File: config.mk
export PLATFORM = sky130hd
export DESIGN_NAME = fetch_top
export DESIGN_NICKNAME = d
export VERILOG_FILES = /design/src/verilog/fetch_pkg.sv /design/src/verilog/fetch_attr_fifo.sv /design/src/verilog/fetch_control.sv /design/src/verilog/fetch_inflight_counter.sv /design/src/verilog/fetch_pc_gen.sv /design/src/verilog/fetch_top.sv /design/src/verilog/ibus_unit.sv /design/src/verilog/ilocal_mem_unit.sv
export SDC_FILE = /design/constraint.sdc
export NUM_CORES = 1
export LEC_CHECK = 0
export BUFFER_PORTS_ARGS = -buffer_cell sky130_fd_sc_hd__buf_2
export CORE_MARGIN = 2
export CORE_UTILIZATION = 51
export CTS_BUF_LIST = sky130_fd_sc_hd__clkbuf_4
export CTS_CLUSTER_SIZE = 40
export DETAILED_ROUTE_END_ITERATION = 16
export GPL_TIMING_DRIVEN = 1
export PLACE_DENSITY = 0.82
export SLEW_MARGIN = 20
export SYNTH_ARGS = -nofsm -noshare
export SYNTH_HDL_FRONTEND = slang
export SYNTH_SLANG_ARGS = --single-unit
export TNS_END_PERCENT = 10
File: constraint.sdc
create_clock -name clk -period 3.15 [get_ports clk]
set_input_delay 0.1575 -clock clk [delete_from_list [all_inputs] [get_ports clk]]
set_output_delay 0.1575 -clock clk [all_outputs]
set_load 0.005 [all_outputs]
File: src/verilog/fetch_pkg.sv
// Fixed address map with inclusive ranges that must not overlap; MAX_INFLIGHT also sets FIFO depth
`default_nettype none

package fetch_pkg;

    // Fetch address or instruction word
    typedef logic [31:0] addr_t;

    // Source selector where 0 is local memory and 1 is the bus
    typedef logic unit_sel_t;

    //////////////////////////////
    // Address map
    localparam addr_t RESET_VEC = 32'h0000_0000;

    localparam addr_t LMEM_BASE = 32'h0000_0000;
    localparam addr_t LMEM_LAST = 32'h0000_0FFF;

    localparam addr_t IBUS_BASE = 32'h8000_0000;
    localparam addr_t IBUS_LAST = 32'h8000_FFFF;

    // Word address width of the 4 KB local block RAM
    localparam int LMEM_AW = 10;

    //////////////////////////////
    // Request tracking
    localparam int MAX_INFLIGHT = 2;
    localparam int INFLIGHT_W   = $clog2(MAX_INFLIGHT + 1);

    localparam unit_sel_t UNIT_LMEM = 1'b0;
    localparam unit_sel_t UNIT_IBUS = 1'b1;

    // One entry per issued or faulted fetch in issue order
    typedef struct packed {
        addr_t     pc;
        logic      address_valid;
        unit_sel_t unit_sel;
    } fetch_attr_t;

endpackage

`default_nettype wire

File: src/verilog/fetch_attr_fifo.sv
// Storage has no reset; data_out is only meaningful while valid is high
`timescale 1ns/100ps
`default_nettype none

module fetch_attr_fifo #(
    parameter type payload_t = logic [31:0],
    parameter int  DEPTH     = 2
) (
    input  logic     clk,
    input  logic     rst,
    input  logic     push,
    input  logic     pop,
    input  payload_t data_in,
    output payload_t data_out,
    output logic     full,
    output logic     valid
);
    localparam int PTR_W = (DEPTH > 1) ? $clog2(DEPTH) : 1;
    localparam int CNT_W = $clog2(DEPTH + 1);

    payload_t         entries [DEPTH];
    logic [PTR_W-1:0] rd_ptr;
    logic [PTR_W-1:0] wr_ptr;
    logic [CNT_W-1:0] count;

    // Wrap at DEPTH so non power of two depths work
    function automatic logic [PTR_W-1:0] ptr_inc(input logic [PTR_W-1:0] ptr);
        logic [PTR_W-1:0] result;
        if (ptr == PTR_W'(DEPTH - 1)) begin
            result = '0;
        end else begin
            result = ptr + 1'b1;
        end
        return result;
    endfunction

    always_ff @(posedge clk) begin
        if (rst) begin
            rd_ptr <= '0;
            wr_ptr <= '0;
            count  <= '0;
        end else begin
            if (push) begin
                wr_ptr <= ptr_inc(wr_ptr);
            end
            if (pop) begin
                rd_ptr <= ptr_inc(rd_ptr);
            end
            count <= count + CNT_W'(push) - CNT_W'(pop);
        end
    end

    always_ff @(posedge clk) begin
        if (push) begin
            entries[wr_ptr] <= data_in;
        end
    end

    assign data_out = entries[rd_ptr];
    assign full     = (count == CNT_W'(DEPTH));
    assign valid    = (count != '0);

    //////////////////////////////
    // Checks
    overflow_check: assert property (@(posedge clk) disable iff (rst) push |-> ~full)
        else $error("Push into full FIFO");

    underflow_check: assert property (@(posedge clk) disable iff (rst) pop |-> valid)
        else $error("Pop from empty FIFO");

endmodule

`default_nettype wire

File: src/verilog/fetch_control.sv
// Both units must be ready to issue; an unmapped address stops fetching until the next flush
`timescale 1ns/100ps
`default_nettype none

module fetch_control (
    input  logic                  clk,
    input  logic                  rst,
    input  logic                  fetch_flush,
    input  logic                  fetch_hold,
    input  logic                  fifo_full,
    input  logic                  fifo_valid,
    input  logic                  lmem_ready,
    input  logic                  ibus_ready,
    input  logic                  lmem_data_valid,
    input  logic                  ibus_data_valid,
    input  logic                  discard,
    input  fetch_pkg::addr_t      pc,
    input  fetch_pkg::addr_t      lmem_data,
    input  fetch_pkg::addr_t      ibus_data,
    input  fetch_pkg::fetch_attr_t head,
    output logic                  new_request,
    output logic                  fault_push,
    output logic                  pop,
    output logic                  lmem_request,
    output logic                  ibus_request,
    output fetch_pkg::fetch_attr_t attr_in,
    output logic                  fetch_complete,
    output logic                  fetch_ok,
    output fetch_pkg::addr_t      fetch_pc,
    output fetch_pkg::addr_t      fetch_instruction
);
    import fetch_pkg::*;

    typedef enum logic {
        FETCHING,
        FAULT_STOP
    } state_t;

    state_t state;
    logic   lmem_match;
    logic   ibus_match;
    logic   address_valid;
    logic   issue_ok;
    logic   head_data_valid;

    //////////////////////////////
    // Address decode
    assign lmem_match    = (pc >= LMEM_BASE) && (pc <= LMEM_LAST);
    assign ibus_match    = (pc >= IBUS_BASE) && (pc <= IBUS_LAST);
    assign address_valid = lmem_match | ibus_match;

    // Issue gating common to real requests and faults
    assign issue_ok = ~fetch_hold & ~fifo_full & ~fetch_flush & (state == FETCHING);

    assign new_request  = issue_ok & address_valid & lmem_ready & ibus_ready;
    assign fault_push   = issue_ok & ~address_valid;
    assign lmem_request = new_request & lmem_match;
    assign ibus_request = new_request & ibus_match;

    assign attr_in = '{
        pc:            pc,
        address_valid: address_valid,
        unit_sel:      ibus_match ? UNIT_IBUS : UNIT_LMEM
    };

    // Fault stop holds until a flush redirects the PC
    always_ff @(posedge clk) begin
        if (rst) begin
            state <= FETCHING;
        end else if (fetch_flush) begin
            state <= FETCHING;
        end else if (fault_push) begin
            state <= FAULT_STOP;
        end
    end

    //////////////////////////////
    // Completion
    assign head_data_valid = (head.unit_sel == UNIT_IBUS) ? ibus_data_valid : lmem_data_valid;

    // Faulted entries retire as soon as they reach the head
    assign pop = fifo_valid & (~head.address_valid | head_data_valid);

    assign fetch_complete    = pop & ~discard;
    assign fetch_ok          = head.address_valid;
    assign fetch_pc          = head.pc;
    assign fetch_instruction = (head.unit_sel == UNIT_IBUS) ? ibus_data : lmem_data;

    // Responses must line up with the oldest outstanding entry
    unit_order_check: assert property (@(posedge clk) disable iff (rst)
        (lmem_data_valid | ibus_data_valid) |->
            (fifo_valid && head.address_valid && head_data_valid))
        else $error("Unit data valid without a matching FIFO head");

endmodule

`default_nettype wire

File: src/verilog/fetch_inflight_counter.sv
// Flush count snapshots the inflight count; every pop while it is non-zero is discarded
`timescale 1ns/100ps
`default_nettype none

module fetch_inflight_counter (
    input  logic clk,
    input  logic rst,
    input  logic push,
    input  logic pop,
    input  logic fetch_flush,
    output logic discard
);
    import fetch_pkg::*;

    logic [INFLIGHT_W-1:0] inflight_count;
    logic [INFLIGHT_W-1:0] inflight_count_next;
    logic [INFLIGHT_W-1:0] flush_count;

    assign inflight_count_next = inflight_count + INFLIGHT_W'(push) - INFLIGHT_W'(pop);

    always_ff @(posedge clk) begin
        if (rst) begin
            inflight_count <= '0;
        end else begin
            inflight_count <= inflight_count_next;
        end
    end

    // Old requests still complete after a flush, so count them down
    always_ff @(posedge clk) begin
        if (rst) begin
            flush_count <= '0;
        end else if (fetch_flush) begin
            flush_count <= inflight_count_next;
        end else if ((flush_count != '0) && pop) begin
            flush_count <= flush_count - 1'b1;
        end
    end

    assign discard = (flush_count != '0);

    //////////////////////////////
    // Checks
    inflight_limit_check: assert property (@(posedge clk) disable iff (rst)
        inflight_count <= INFLIGHT_W'(MAX_INFLIGHT))
        else $error("Inflight count above limit");

    pop_underflow_check: assert property (@(posedge clk) disable iff (rst)
        pop |-> (inflight_count != '0))
        else $error("Pop with nothing in flight");

endmodule

`default_nettype wire

File: src/verilog/fetch_pc_gen.sv
// PC is forced word aligned; it moves only on a flush or an issued request with the flush first
`timescale 1ns/100ps
`default_nettype none

module fetch_pc_gen (
    input  logic             clk,
    input  logic             rst,
    input  logic             fetch_flush,
    input  logic             new_request,
    input  fetch_pkg::addr_t flush_pc,
    output fetch_pkg::addr_t pc
);
    import fetch_pkg::*;

    addr_t pc_plus_4;
    addr_t next_pc;
    logic  update_pc;

    assign pc_plus_4 = pc + 32'd4;

    // Flush redirect wins over sequential advance
    assign next_pc = fetch_flush ? flush_pc : pc_plus_4;

    assign update_pc = fetch_flush | new_request;

    //////////////////////////////
    // PC register
    always_ff @(posedge clk) begin
        if (rst) begin
            pc <= RESET_VEC;
        end else if (update_pc) begin
            pc <= {next_pc[31:2], 2'b00};
        end
    end

endmodule

`default_nettype wire

File: src/verilog/fetch_top.sv
// Inputs are sampled on the rising edge; bus completions are combinational with bus_ack
`timescale 1ns/100ps
`default_nettype none

module fetch_top (
    input  logic                          clk,
    input  logic                          rst,
    input  logic                          fetch_flush,
    input  fetch_pkg::addr_t              flush_pc,
    input  logic                          fetch_hold,
    output logic                          fetch_complete,
    output fetch_pkg::addr_t              fetch_pc,
    output fetch_pkg::addr_t              fetch_instruction,
    output logic                          fetch_ok,
    output logic                          bram_en,
    output logic [fetch_pkg::LMEM_AW-1:0] bram_addr,
    input  fetch_pkg::addr_t              bram_data,
    output logic                          bus_req,
    output fetch_pkg::addr_t              bus_addr,
    input  logic                          bus_ack,
    input  fetch_pkg::addr_t              bus_data
);
    import fetch_pkg::*;

    addr_t       pc;
    logic        new_request;
    logic        fault_push;
    logic        fifo_push;
    logic        pop;
    logic        discard;
    logic        fifo_full;
    logic        fifo_valid;
    fetch_attr_t attr_in;
    fetch_attr_t head;

    logic  lmem_request;
    logic  lmem_ready;
    logic  lmem_data_valid;
    addr_t lmem_data;
    logic  ibus_request;
    logic  ibus_ready;
    logic  ibus_data_valid;
    addr_t ibus_data;

    // Faults occupy a FIFO slot like any request
    assign fifo_push = new_request | fault_push;

    //////////////////////////////
    // Core fetch logic
    fetch_pc_gen pc_gen0 (
        .clk         (clk),
        .rst         (rst),
        .fetch_flush (fetch_flush),
        .new_request (new_request),
        .flush_pc    (flush_pc),
        .pc          (pc)
    );

    fetch_control ctrl0 (
        .clk               (clk),
        .rst               (rst),
        .fetch_flush       (fetch_flush),
        .fetch_hold        (fetch_hold),
        .fifo_full         (fifo_full),
        .fifo_valid        (fifo_valid),
        .lmem_ready        (lmem_ready),
        .ibus_ready        (ibus_ready),
        .lmem_data_valid   (lmem_data_valid),
        .ibus_data_valid   (ibus_data_valid),
        .discard           (discard),
        .pc                (pc),
        .lmem_data         (lmem_data),
        .ibus_data         (ibus_data),
        .head              (head),
        .new_request       (new_request),
        .fault_push        (fault_push),
        .pop               (pop),
        .lmem_request      (lmem_request),
        .ibus_request      (ibus_request),
        .attr_in           (attr_in),
        .fetch_complete    (fetch_complete),
        .fetch_ok          (fetch_ok),
        .fetch_pc          (fetch_pc),
        .fetch_instruction (fetch_instruction)
    );

    fetch_inflight_counter count0 (
        .clk         (clk),
        .rst         (rst),
        .push        (fifo_push),
        .pop         (pop),
        .fetch_flush (fetch_flush),
        .discard     (discard)
    );

    fetch_attr_fifo #(
        .payload_t (fetch_attr_t),
        .DEPTH     (MAX_INFLIGHT)
    ) attr_fifo0 (
        .clk      (clk),
        .rst      (rst),
        .push     (fifo_push),
        .pop      (pop),
        .data_in  (attr_in),
        .data_out (head),
        .full     (fifo_full),
        .valid    (fifo_valid)
    );

    //////////////////////////////
    // Instruction sources
    ilocal_mem_unit lmem0 (
        .clk        (clk),
        .rst        (rst),
        .request    (lmem_request),
        .addr       (pc),
        .bram_data  (bram_data),
        .bram_en    (bram_en),
        .bram_addr  (bram_addr),
        .ready      (lmem_ready),
        .data_valid (lmem_data_valid),
        .data_out   (lmem_data)
    );

    ibus_unit ibus0 (
        .clk        (clk),
        .rst        (rst),
        .request    (ibus_request),
        .addr       (pc),
        .bus_ack    (bus_ack),
        .bus_data   (bus_data),
        .bus_req    (bus_req),
        .bus_addr   (bus_addr),
        .ready      (ibus_ready),
        .data_valid (ibus_data_valid),
        .data_out   (ibus_data)
    );

endmodule

`default_nettype wire

File: src/verilog/ibus_unit.sv
// One request outstanding; the bus must not ack unless a request is pending
`timescale 1ns/100ps
`default_nettype none

module ibus_unit (
    input  logic             clk,
    input  logic             rst,
    input  logic             request,
    input  fetch_pkg::addr_t addr,
    input  logic             bus_ack,
    input  fetch_pkg::addr_t bus_data,
    output logic             bus_req,
    output fetch_pkg::addr_t bus_addr,
    output logic             ready,
    output logic             data_valid,
    output fetch_pkg::addr_t data_out
);
    logic busy;

    // Busy blocks new issues so responses stay in order
    assign ready      = ~busy;
    assign data_valid = bus_ack;
    assign data_out   = bus_data;

    //////////////////////////////
    // Request tracking
    always_ff @(posedge clk) begin
        if (rst) begin
            busy    <= 1'b0;
            bus_req <= 1'b0;
        end else begin
            bus_req <= request;
            if (request) begin
                busy <= 1'b1;
            end else if (bus_ack) begin
                busy <= 1'b0;
            end
        end
    end

    // Address held until the next request
    always_ff @(posedge clk) begin
        if (request) begin
            bus_addr <= addr;
        end
    end

    ack_idle_check: assert property (@(posedge clk) disable iff (rst) bus_ack |-> busy)
        else $error("Bus ack while unit is idle");

endmodule

`default_nettype wire

File: src/verilog/ilocal_mem_unit.sv
// Block RAM must return data exactly one cycle after bram_en; addresses outside the range alias
`timescale 1ns/100ps
`default_nettype none

module ilocal_mem_unit (
    input  logic                          clk,
    input  logic                          rst,
    input  logic                          request,
    input  fetch_pkg::addr_t              addr,
    input  fetch_pkg::addr_t              bram_data,
    output logic                          bram_en,
    output logic [fetch_pkg::LMEM_AW-1:0] bram_addr,
    output logic                          ready,
    output logic                          data_valid,
    output fetch_pkg::addr_t              data_out
);
    import fetch_pkg::*;

    addr_t offset;

    // Byte offset into the RAM window, then word index
    assign offset    = addr - LMEM_BASE;
    assign bram_en   = request;
    assign bram_addr = offset[LMEM_AW+1:2];

    // Fixed latency, so back-to-back reads need no stall
    assign ready = 1'b1;

    always_ff @(posedge clk) begin
        if (rst) begin
            data_valid <= 1'b0;
        end else begin
            data_valid <= request;
        end
    end

    assign data_out = bram_data;

endmodule

`default_nettype wire
After elaboration in Yosys (flattened, before gate mapping)
Memory sizes are Yosys's and may differ from the RTL's. A register that Yosys moved wholly into a read port is not among the register bits.
Cells that the tools add are included.
{ "word_totals": {"n_memories": 1, "ramBits": 64, "word_cells": 69, "output_inout_bits": 110, "input_bits": 101, "register_bits": 72} }
{ "classes": {"addsub": 8, "eq_ne": 1, "reduce_logical": 8, "n_lt_le_gt_ge": 4, "n_bitwise": 22, "mux": 14} }
{ "memory_table": {"columns": ["name", "words", "word_bits", "rd", "rd_ports_with_merged_regs", "write_ports", "line", "source"], "rows": [
  ["attr_fifo0.entries", 2, 32, 1, 1, 1, "fetch_attr_fifo.sv:21", "payload_t entries [DEPTH];"]
]} }
{ "op_table": {"columns": ["operator", "n"], "rows": [
  ["2-to-1 mux 32 bit", 2],
  ["adder 32 x 3 -> 32 bit, second input constant", 1],
  [">= comparator 32 x 1 -> 1 bit, second input constant", 1],
  [">= comparator 32 bit, second input constant", 1],
  ["<= comparator 32 x 12 -> 1 bit, second input constant", 1],
  ["<= comparator 32 bit, second input constant", 1],
  ["AND 1 bit", 10],
  ["2-to-1 mux 1 bit", 10],
  ["inverter 1 bit", 8],
  ["nonzero test 2 bit", 4],
  ["adder 2 x 1 -> 2 bit", 2],
  ["2-to-1 mux 2 bit", 2],
  ["bitwise OR 1 bit", 4],
  ["subtractor 2 x 1 -> 2 bit", 2],
  ["logical AND 1 bit", 3],
  ["adder 1 bit, second input constant", 2],
  ["equality test 2 bit, second input constant", 1],
  ["OR reduction 2 bit", 1],
  ["subtractor 2 x 1 -> 2 bit, second input constant", 1]
]} }

Logic depth before layout (Yosys ltp)
{ "logic_depth": {"depth_word": 11, "depth_mapped": 11, "depth_no_buf": 10} }

Modules after synthesis
A second synthesis with hierarchy kept.
{ "unflattened": {"cells_unflattened": 650, "area_unflattened_um2": 7733.7} }
{ "modules_own_cells": {"columns": ["mod", "seq_area_each_um2", "cells_per_inst", "area_per_inst_um2", "instances"], "rows": [
  ["fetch_attr_fifo", 2142.1, 127, 2827.7, 1],
  ["fetch_pc_gen", 600.6, 251, 1948.1, 1],
  ["ibus_unit", 1001.0, 72, 1275.0, 1],
  ["fetch_control", 20.0, 127, 1076.0, 1],
  ["ilocal_mem_unit", 20.0, 47, 367.9, 1],
  ["fetch_inflight_counter", 80.1, 25, 232.7, 1],
  ["fetch_top", 0.0, 1, 6.3, 1]
]} }

Least setup slack after synthesis
Ideal clock, no wire load.
{ "synth_timing": {"kind": "reg-to-reg", "startpoint": "register attr_fifo0.count[0]", "endpoint": "memory attr_fifo0.entries[0][0] (netlist name) (enable)", "n_path_buf": 0, "t_required_ns": 2.729, "setup_ns": 0.421, "path_stages_with_launch": 5, "slack_ns": 0.350, "synth_period_minus_slack_ns": 2.800, "t_arrival_ns": 2.379, "path_cell_list": "dfxtp_1 nand2b_1 nor4b_1 o31ai_2 nor2_1"} }
{ "synth_between": {"elab_chain_cells": 10, "elab_cells_between_ends": 11, "cone_classes": "eq/ne (1); mux (2); bitwise (8)"} }
{ "synth_lines": {"columns": ["element", "line", "source"], "rows": [
  ["start, declared", "fetch_attr_fifo.sv:24", "logic [CNT_W-1:0] count;"],
  ["start signal, assigned", "fetch_attr_fifo.sv:49", "count <= count + CNT_W'(push) - CNT_W'(pop);"],
  ["equality test 2 bit (*)", "fetch_attr_fifo.sv:60", "assign full = (count == CNT_W'(DEPTH));"],
  ["inverter 1 bit (*)", "fetch_control.sv:53", "assign issue_ok = ~fetch_hold & ~fifo_full & ~fetch_flush & (state == FETCHING);"],
  ["AND 1 bit (*) (3 in series)", "fetch_control.sv:53", null],
  ["AND 1 bit (2 in series)", "fetch_control.sv:55", "assign new_request = issue_ok & address_valid & lmem_ready & ibus_ready;"],
  ["bitwise OR 1 bit (*)", "fetch_top.sv:46", "assign fifo_push = new_request | fault_push;"],
  ["2-to-1 mux 1 bit (*)", "fetch_attr_fifo.sv:54", "if (push) begin"],
  ["2-to-1 mux 1 bit (implied by the code) (*)", "fetch_attr_fifo.sv:55", "entries[wr_ptr] <= data_in;"],
  ["end, declared", "fetch_attr_fifo.sv:21", null]
]} }
Mark *: on every way between the ends. The rest lies on a longest branch, timed or not.

Worst setup path in the final report
{ "layout_timing": {"startpoint": "register pc_gen0.pc[21]", "endpoint": "register count0.flush_count[1]"} }
{ "layout_between": {"elab_chain_cells": 9, "elab_cells_between_ends": 15, "cone_classes": "add/sub (2); order compare (4); mux (1); bitwise (6); reduce/logical (2)"} }
{ "layout_lines": {"columns": ["element", "line", "source"], "rows": [
  ["start, declared", "fetch_pc_gen.sv:11", "output fetch_pkg::addr_t pc"],
  ["start signal, assigned", "fetch_pc_gen.sv:32", "pc <= {next_pc[31:2], 2'b00};"],
  [">= comparator 32 x 1 -> 1 bit, or another cell as far along", "fetch_control.sv:48", "assign lmem_match = (pc >= LMEM_BASE) && (pc <= LMEM_LAST);"],
  ["logical AND 1 bit (on tied branches)", "fetch_control.sv:48, fetch_control.sv:49", null],
  ["bitwise OR 1 bit (*)", "fetch_control.sv:50", "assign address_valid = lmem_match | ibus_match;"],
  ["AND 1 bit / inverter 1 bit (equally long branches)", "fetch_control.sv:55, fetch_control.sv:56", null],
  ["AND 1 bit (on tied branches)", "fetch_control.sv:55, fetch_control.sv:56", null],
  ["bitwise OR 1 bit (*)", "fetch_top.sv:46", null],
  ["adder 2 x 1 -> 2 bit (*)", "fetch_inflight_counter.sv:19", "assign inflight_count_next = inflight_count + INFLIGHT_W'(push) - INFLIGHT_W'(pop);"],
  ["subtractor 2 x 1 -> 2 bit (*)", "fetch_inflight_counter.sv:19", null],
  ["2-to-1 mux 2 bit (*)", "fetch_inflight_counter.sv:33", "end else if (fetch_flush) begin"],
  ["end signal, assigned", "fetch_inflight_counter.sv:34", "flush_count <= inflight_count_next;"],
  ["end signal, assigned", "fetch_inflight_counter.sv:36", "flush_count <= flush_count - 1'b1;"],
  ["end, declared", "fetch_inflight_counter.sv:17", "logic [INFLIGHT_W-1:0] flush_count;"]
]} }
Marks and branches as above.
A chain may end at the register's enable or synchronous reset.

==> results.cfg <==
[yosys]
yosysSeqAreaShare_pct = 63.6
netlist.area_leader.share_pct = 48.7
yosys.area.top_type = edfxtp_1
async_flop_share_pct = 0
synth_top_family_by_area = multiplexers
syn_avg_cell_area_um2 = 14.3
synthCells = 406
yosys.area_share.simple_pct = 9.38
synth_mux_area_share_pct = 15.4
synth_edf_count = 94
synth_seq_cells = 137
synth_compound_area_share_pct = 3.41
synth_xor_area_share_pct = 2.87
synth_fa_ha_area_share_pct = 1.30
synth.distinct_cells = 43
synth_area_leaders = edfxtp_1 (49%), dfxtp_1 (15%), mux2_2 (12%)
synth_flop_cell = edfxtp_1
synth_area_um2 = 5790
yosys_warnings = 0

[timing]
finalHoldViolations = 0
drv_slew = 0
fin_crit_ns = 2.64
max_freq_mhz = 379
worst_pin_slew_ns = 0.879
holdWs_ns = 0.131
finalCritPeriodShare_pct = 83.9
slew_headroom_pct = 41.4
rsz0062_at_grt = false
clock_skew_ns = 0.0238
fin_setup_tns_ns = 0
setup_viol = 0

[pwr]
combPwrFrac_pct = 26.2
p_int_mw = 3.18
power_switching_mw = 1.22
leakage_nw = 3.05
p_seq_share_pct = 48.9
swShare_pct = 27.7
p_clk_share_pct = 24.9
power.density_nw_per_um2 = 585
vdd_drop_max_mv = 0.301

[floorplan]
io-pin-count = 211
die_y_um = 111
die_x_um = 111
fp-row-count = 38
core_area_um2 = 10900
die_area_um2 = 12200
start_util_pct = 53.0

[critical_path]
worst_setup_path_end_kind = flop
cp-start-kind = flop
worstPathRequired_ns = 3.56
crit_fanout = 5
crit_top_cell = ha_1
critPathMaxStageDelay_ns = 0.38
worstPathArrival_ns = 3.05
path_cells = nor4_2, nand4_2, o31ai_2, buf_4, ha_1, inv_1, ha_1, xor2_1, xnor2_1, nor2_1, a22o_1
criticalPathCategory = reg2reg
cpMaxStageDelayCell = nor4_2

[clocking]
worstSkewPairLatency_ns = 0.53
cts_sinks = 137
cts_tree = built
clk_pin_slew_worst_paths_ns = 0.10
postCtsSetupBuffers = 0
cts_root_buffer = clkbuf_4
numCtsBuffers = 17
clock_path_buffers = 2
htree_levels = 4

[grt]
antenna_found_initial = 1
overflow = 0
grt_pass1_wl_mm = 21.6
grt_pass1_vias = 4124
grt_start_max_net_pins = 43
track_usage_pct = 23.2

[routing]
vias_per_cell = 5.20
ant_nets = 0
firstDrtPassIters = 4
vias = 4121
drt_wl_total_mm = 14.3
routedWlPerCell_um = 18.1
drt_iter0_drc = 227
drc_errors = 0

[run_status]
outcome = finished clean

[placement]
gp_congestion = 1.12
dp.final_hpwl_mm = 9.75
port_buffers = 204

[final_layout]
fin_util_pct = 68.6
area_growth_pct = 29.6
drive_gt1_share_pct = 50.3
nFillCells = 768
nets = 746

[worst_hold_path]
min_path_type = in2reg

[job]
max_cap_viol_count = 0
## worst paths after layout
kind	cells past startpoint	endpoint	slack, ns	start
setup / recovery	11	count0.flush_count[1]$_SDFFE_PP0P_	0.51	pc_gen0.pc[21]$_SDFFE_PP0P_
hold / removal	6	ibus0.bus_req$_SDFF_PP0_	0.13	fetch_hold
setup reg to reg	11	count0.flush_count[1]$_SDFFE_PP0P_	0.51	pc_gen0.pc[21]$_SDFFE_PP0P_
hold reg to reg	0	ibus0.bus_addr[25]$_DFFE_PP_	0.52	pc_gen0.pc[25]$_SDFFE_PP0P_
## metrics by stage
| stage | worst slack (ns) | power, mW | cells | area [um^2] |
|---|---|---|---|---|
| after CTS | 0.512 | 4.41 | 792 | 7500 |
| after floorplan | 0.350 | 2.86 | 409 | 5800 |
| after global placement | 0.642 | 3.28 | 729 | 6930 |
| final | 0.508 | 4.39 | 793 | 7510 |
| after detailed placement | 0.541 | 3.31 | 729 | 6930 |
| after global routing | 0.319 | 4.58 | 793 | 7510 |
## power groups by stage
stage | combinational (mW) | clock [mW] | sequential, mW
floorplan | 0.704 | 0 | 2.15
global placement | 1.10 | 0 | 2.18
detailed placement | 1.12 | 0 | 2.19
CTS | 1.16 | 1.10 | 2.15
global route | 1.23 | 1.19 | 2.17
finish | 1.15 | 1.09 | 2.15
## synthesized netlist by cell type, types with 2 or more instances
library cell,number
edfxtp_1,94
mux2_2,63
nor2_1,46
dfxtp_1,43
mux2i_1,17
xnor2_1,17
clkbuf_1,16
buf_4,14
a211oi_1,12
inv_1,11
nand2_1,8
nor4_2,7
ha_1,6
nor3_2,5
nand3_1,4
nor3_1,4
a21oi_1,3
nor2b_1,3
a311oi_1,2
and2_1,2
and3_1,2
and4_1,2
buf_2,2
nand2b_1,2
nand4_1,2
xor2_1,2
## worst max-delay path, delay by kind of cell (launching register included)
family,cells,cell delay [ns]
AOI/OAI and AO/OA,2,0.53
xor gates and xnor gates,2,0.32
adders and majority gates,2,0.40
buffers and inverters,2,0.28
DFF,1,0.36
and+or+nand+nor,3,0.66
## routing by layer
layer	up-vias	wire length [um]	track usage, %
li1	1934	-	-
met1	1987	5270	24.2
met2	179	7820	42.8
met3	21	886	5.76
met4	0	374	11.9
met5	-	0	0
## layout make-up
type	count	area (um^2)	share of cell area, %
clock buffers	22	165	2.20
flip-flops and latches	137	3680	49.1
clock inverters	10	101	1.35
inverters	11	41.3	0.550
multi-input cells	228	1910	25.5
well taps	140	175	2.33
diodes	1	2.50	0.0333
repair buffers	244	1420	19.0
## sequential cells by signal, indices dropped and copies added (netlist names), named ones only
register               flops
attr_fifo0.entries        64
ibus0.bus_addr            30
pc_gen0.pc                30
attr_fifo0.count           2
count0.flush_count         2
count0.inflight_count      2
attr_fifo0.rd_ptr          1
attr_fifo0.wr_ptr          1
ctrl0.state                1
ibus0.bus_req              1
ibus0.busy                 1
lmem0.data_valid           1
## repair_timing
item / CTS / global route
resized for setup: 0 / 0
hold endpoints to repair: 31 / 0
hold buffers: 31 / 0
## cell usage in the layout, fill, tap and decap left out, types with 11 or more instances in the layout
cell,n
buf_2,204
edfxtp_1,94
mux2_2,63
nor2_1,44
dfxtp_1,43
dlygate4sd3_1,31
clkbuf_4,22
mux2i_1,17
xnor2_1,17
a211oi_1,12
inv_1,11
## cell families after synthesis
family	after synthesis
AO/OA/AOI/OAI	25
XOR/XNOR	19
adder cells (fa/ha/maj)	6
buffers and inverters	44
flip-flops	137
multiplexers	81
other	1
AND/OR/NAND/NOR	93
Note: power is estimated with default switching activity, not from simulation.
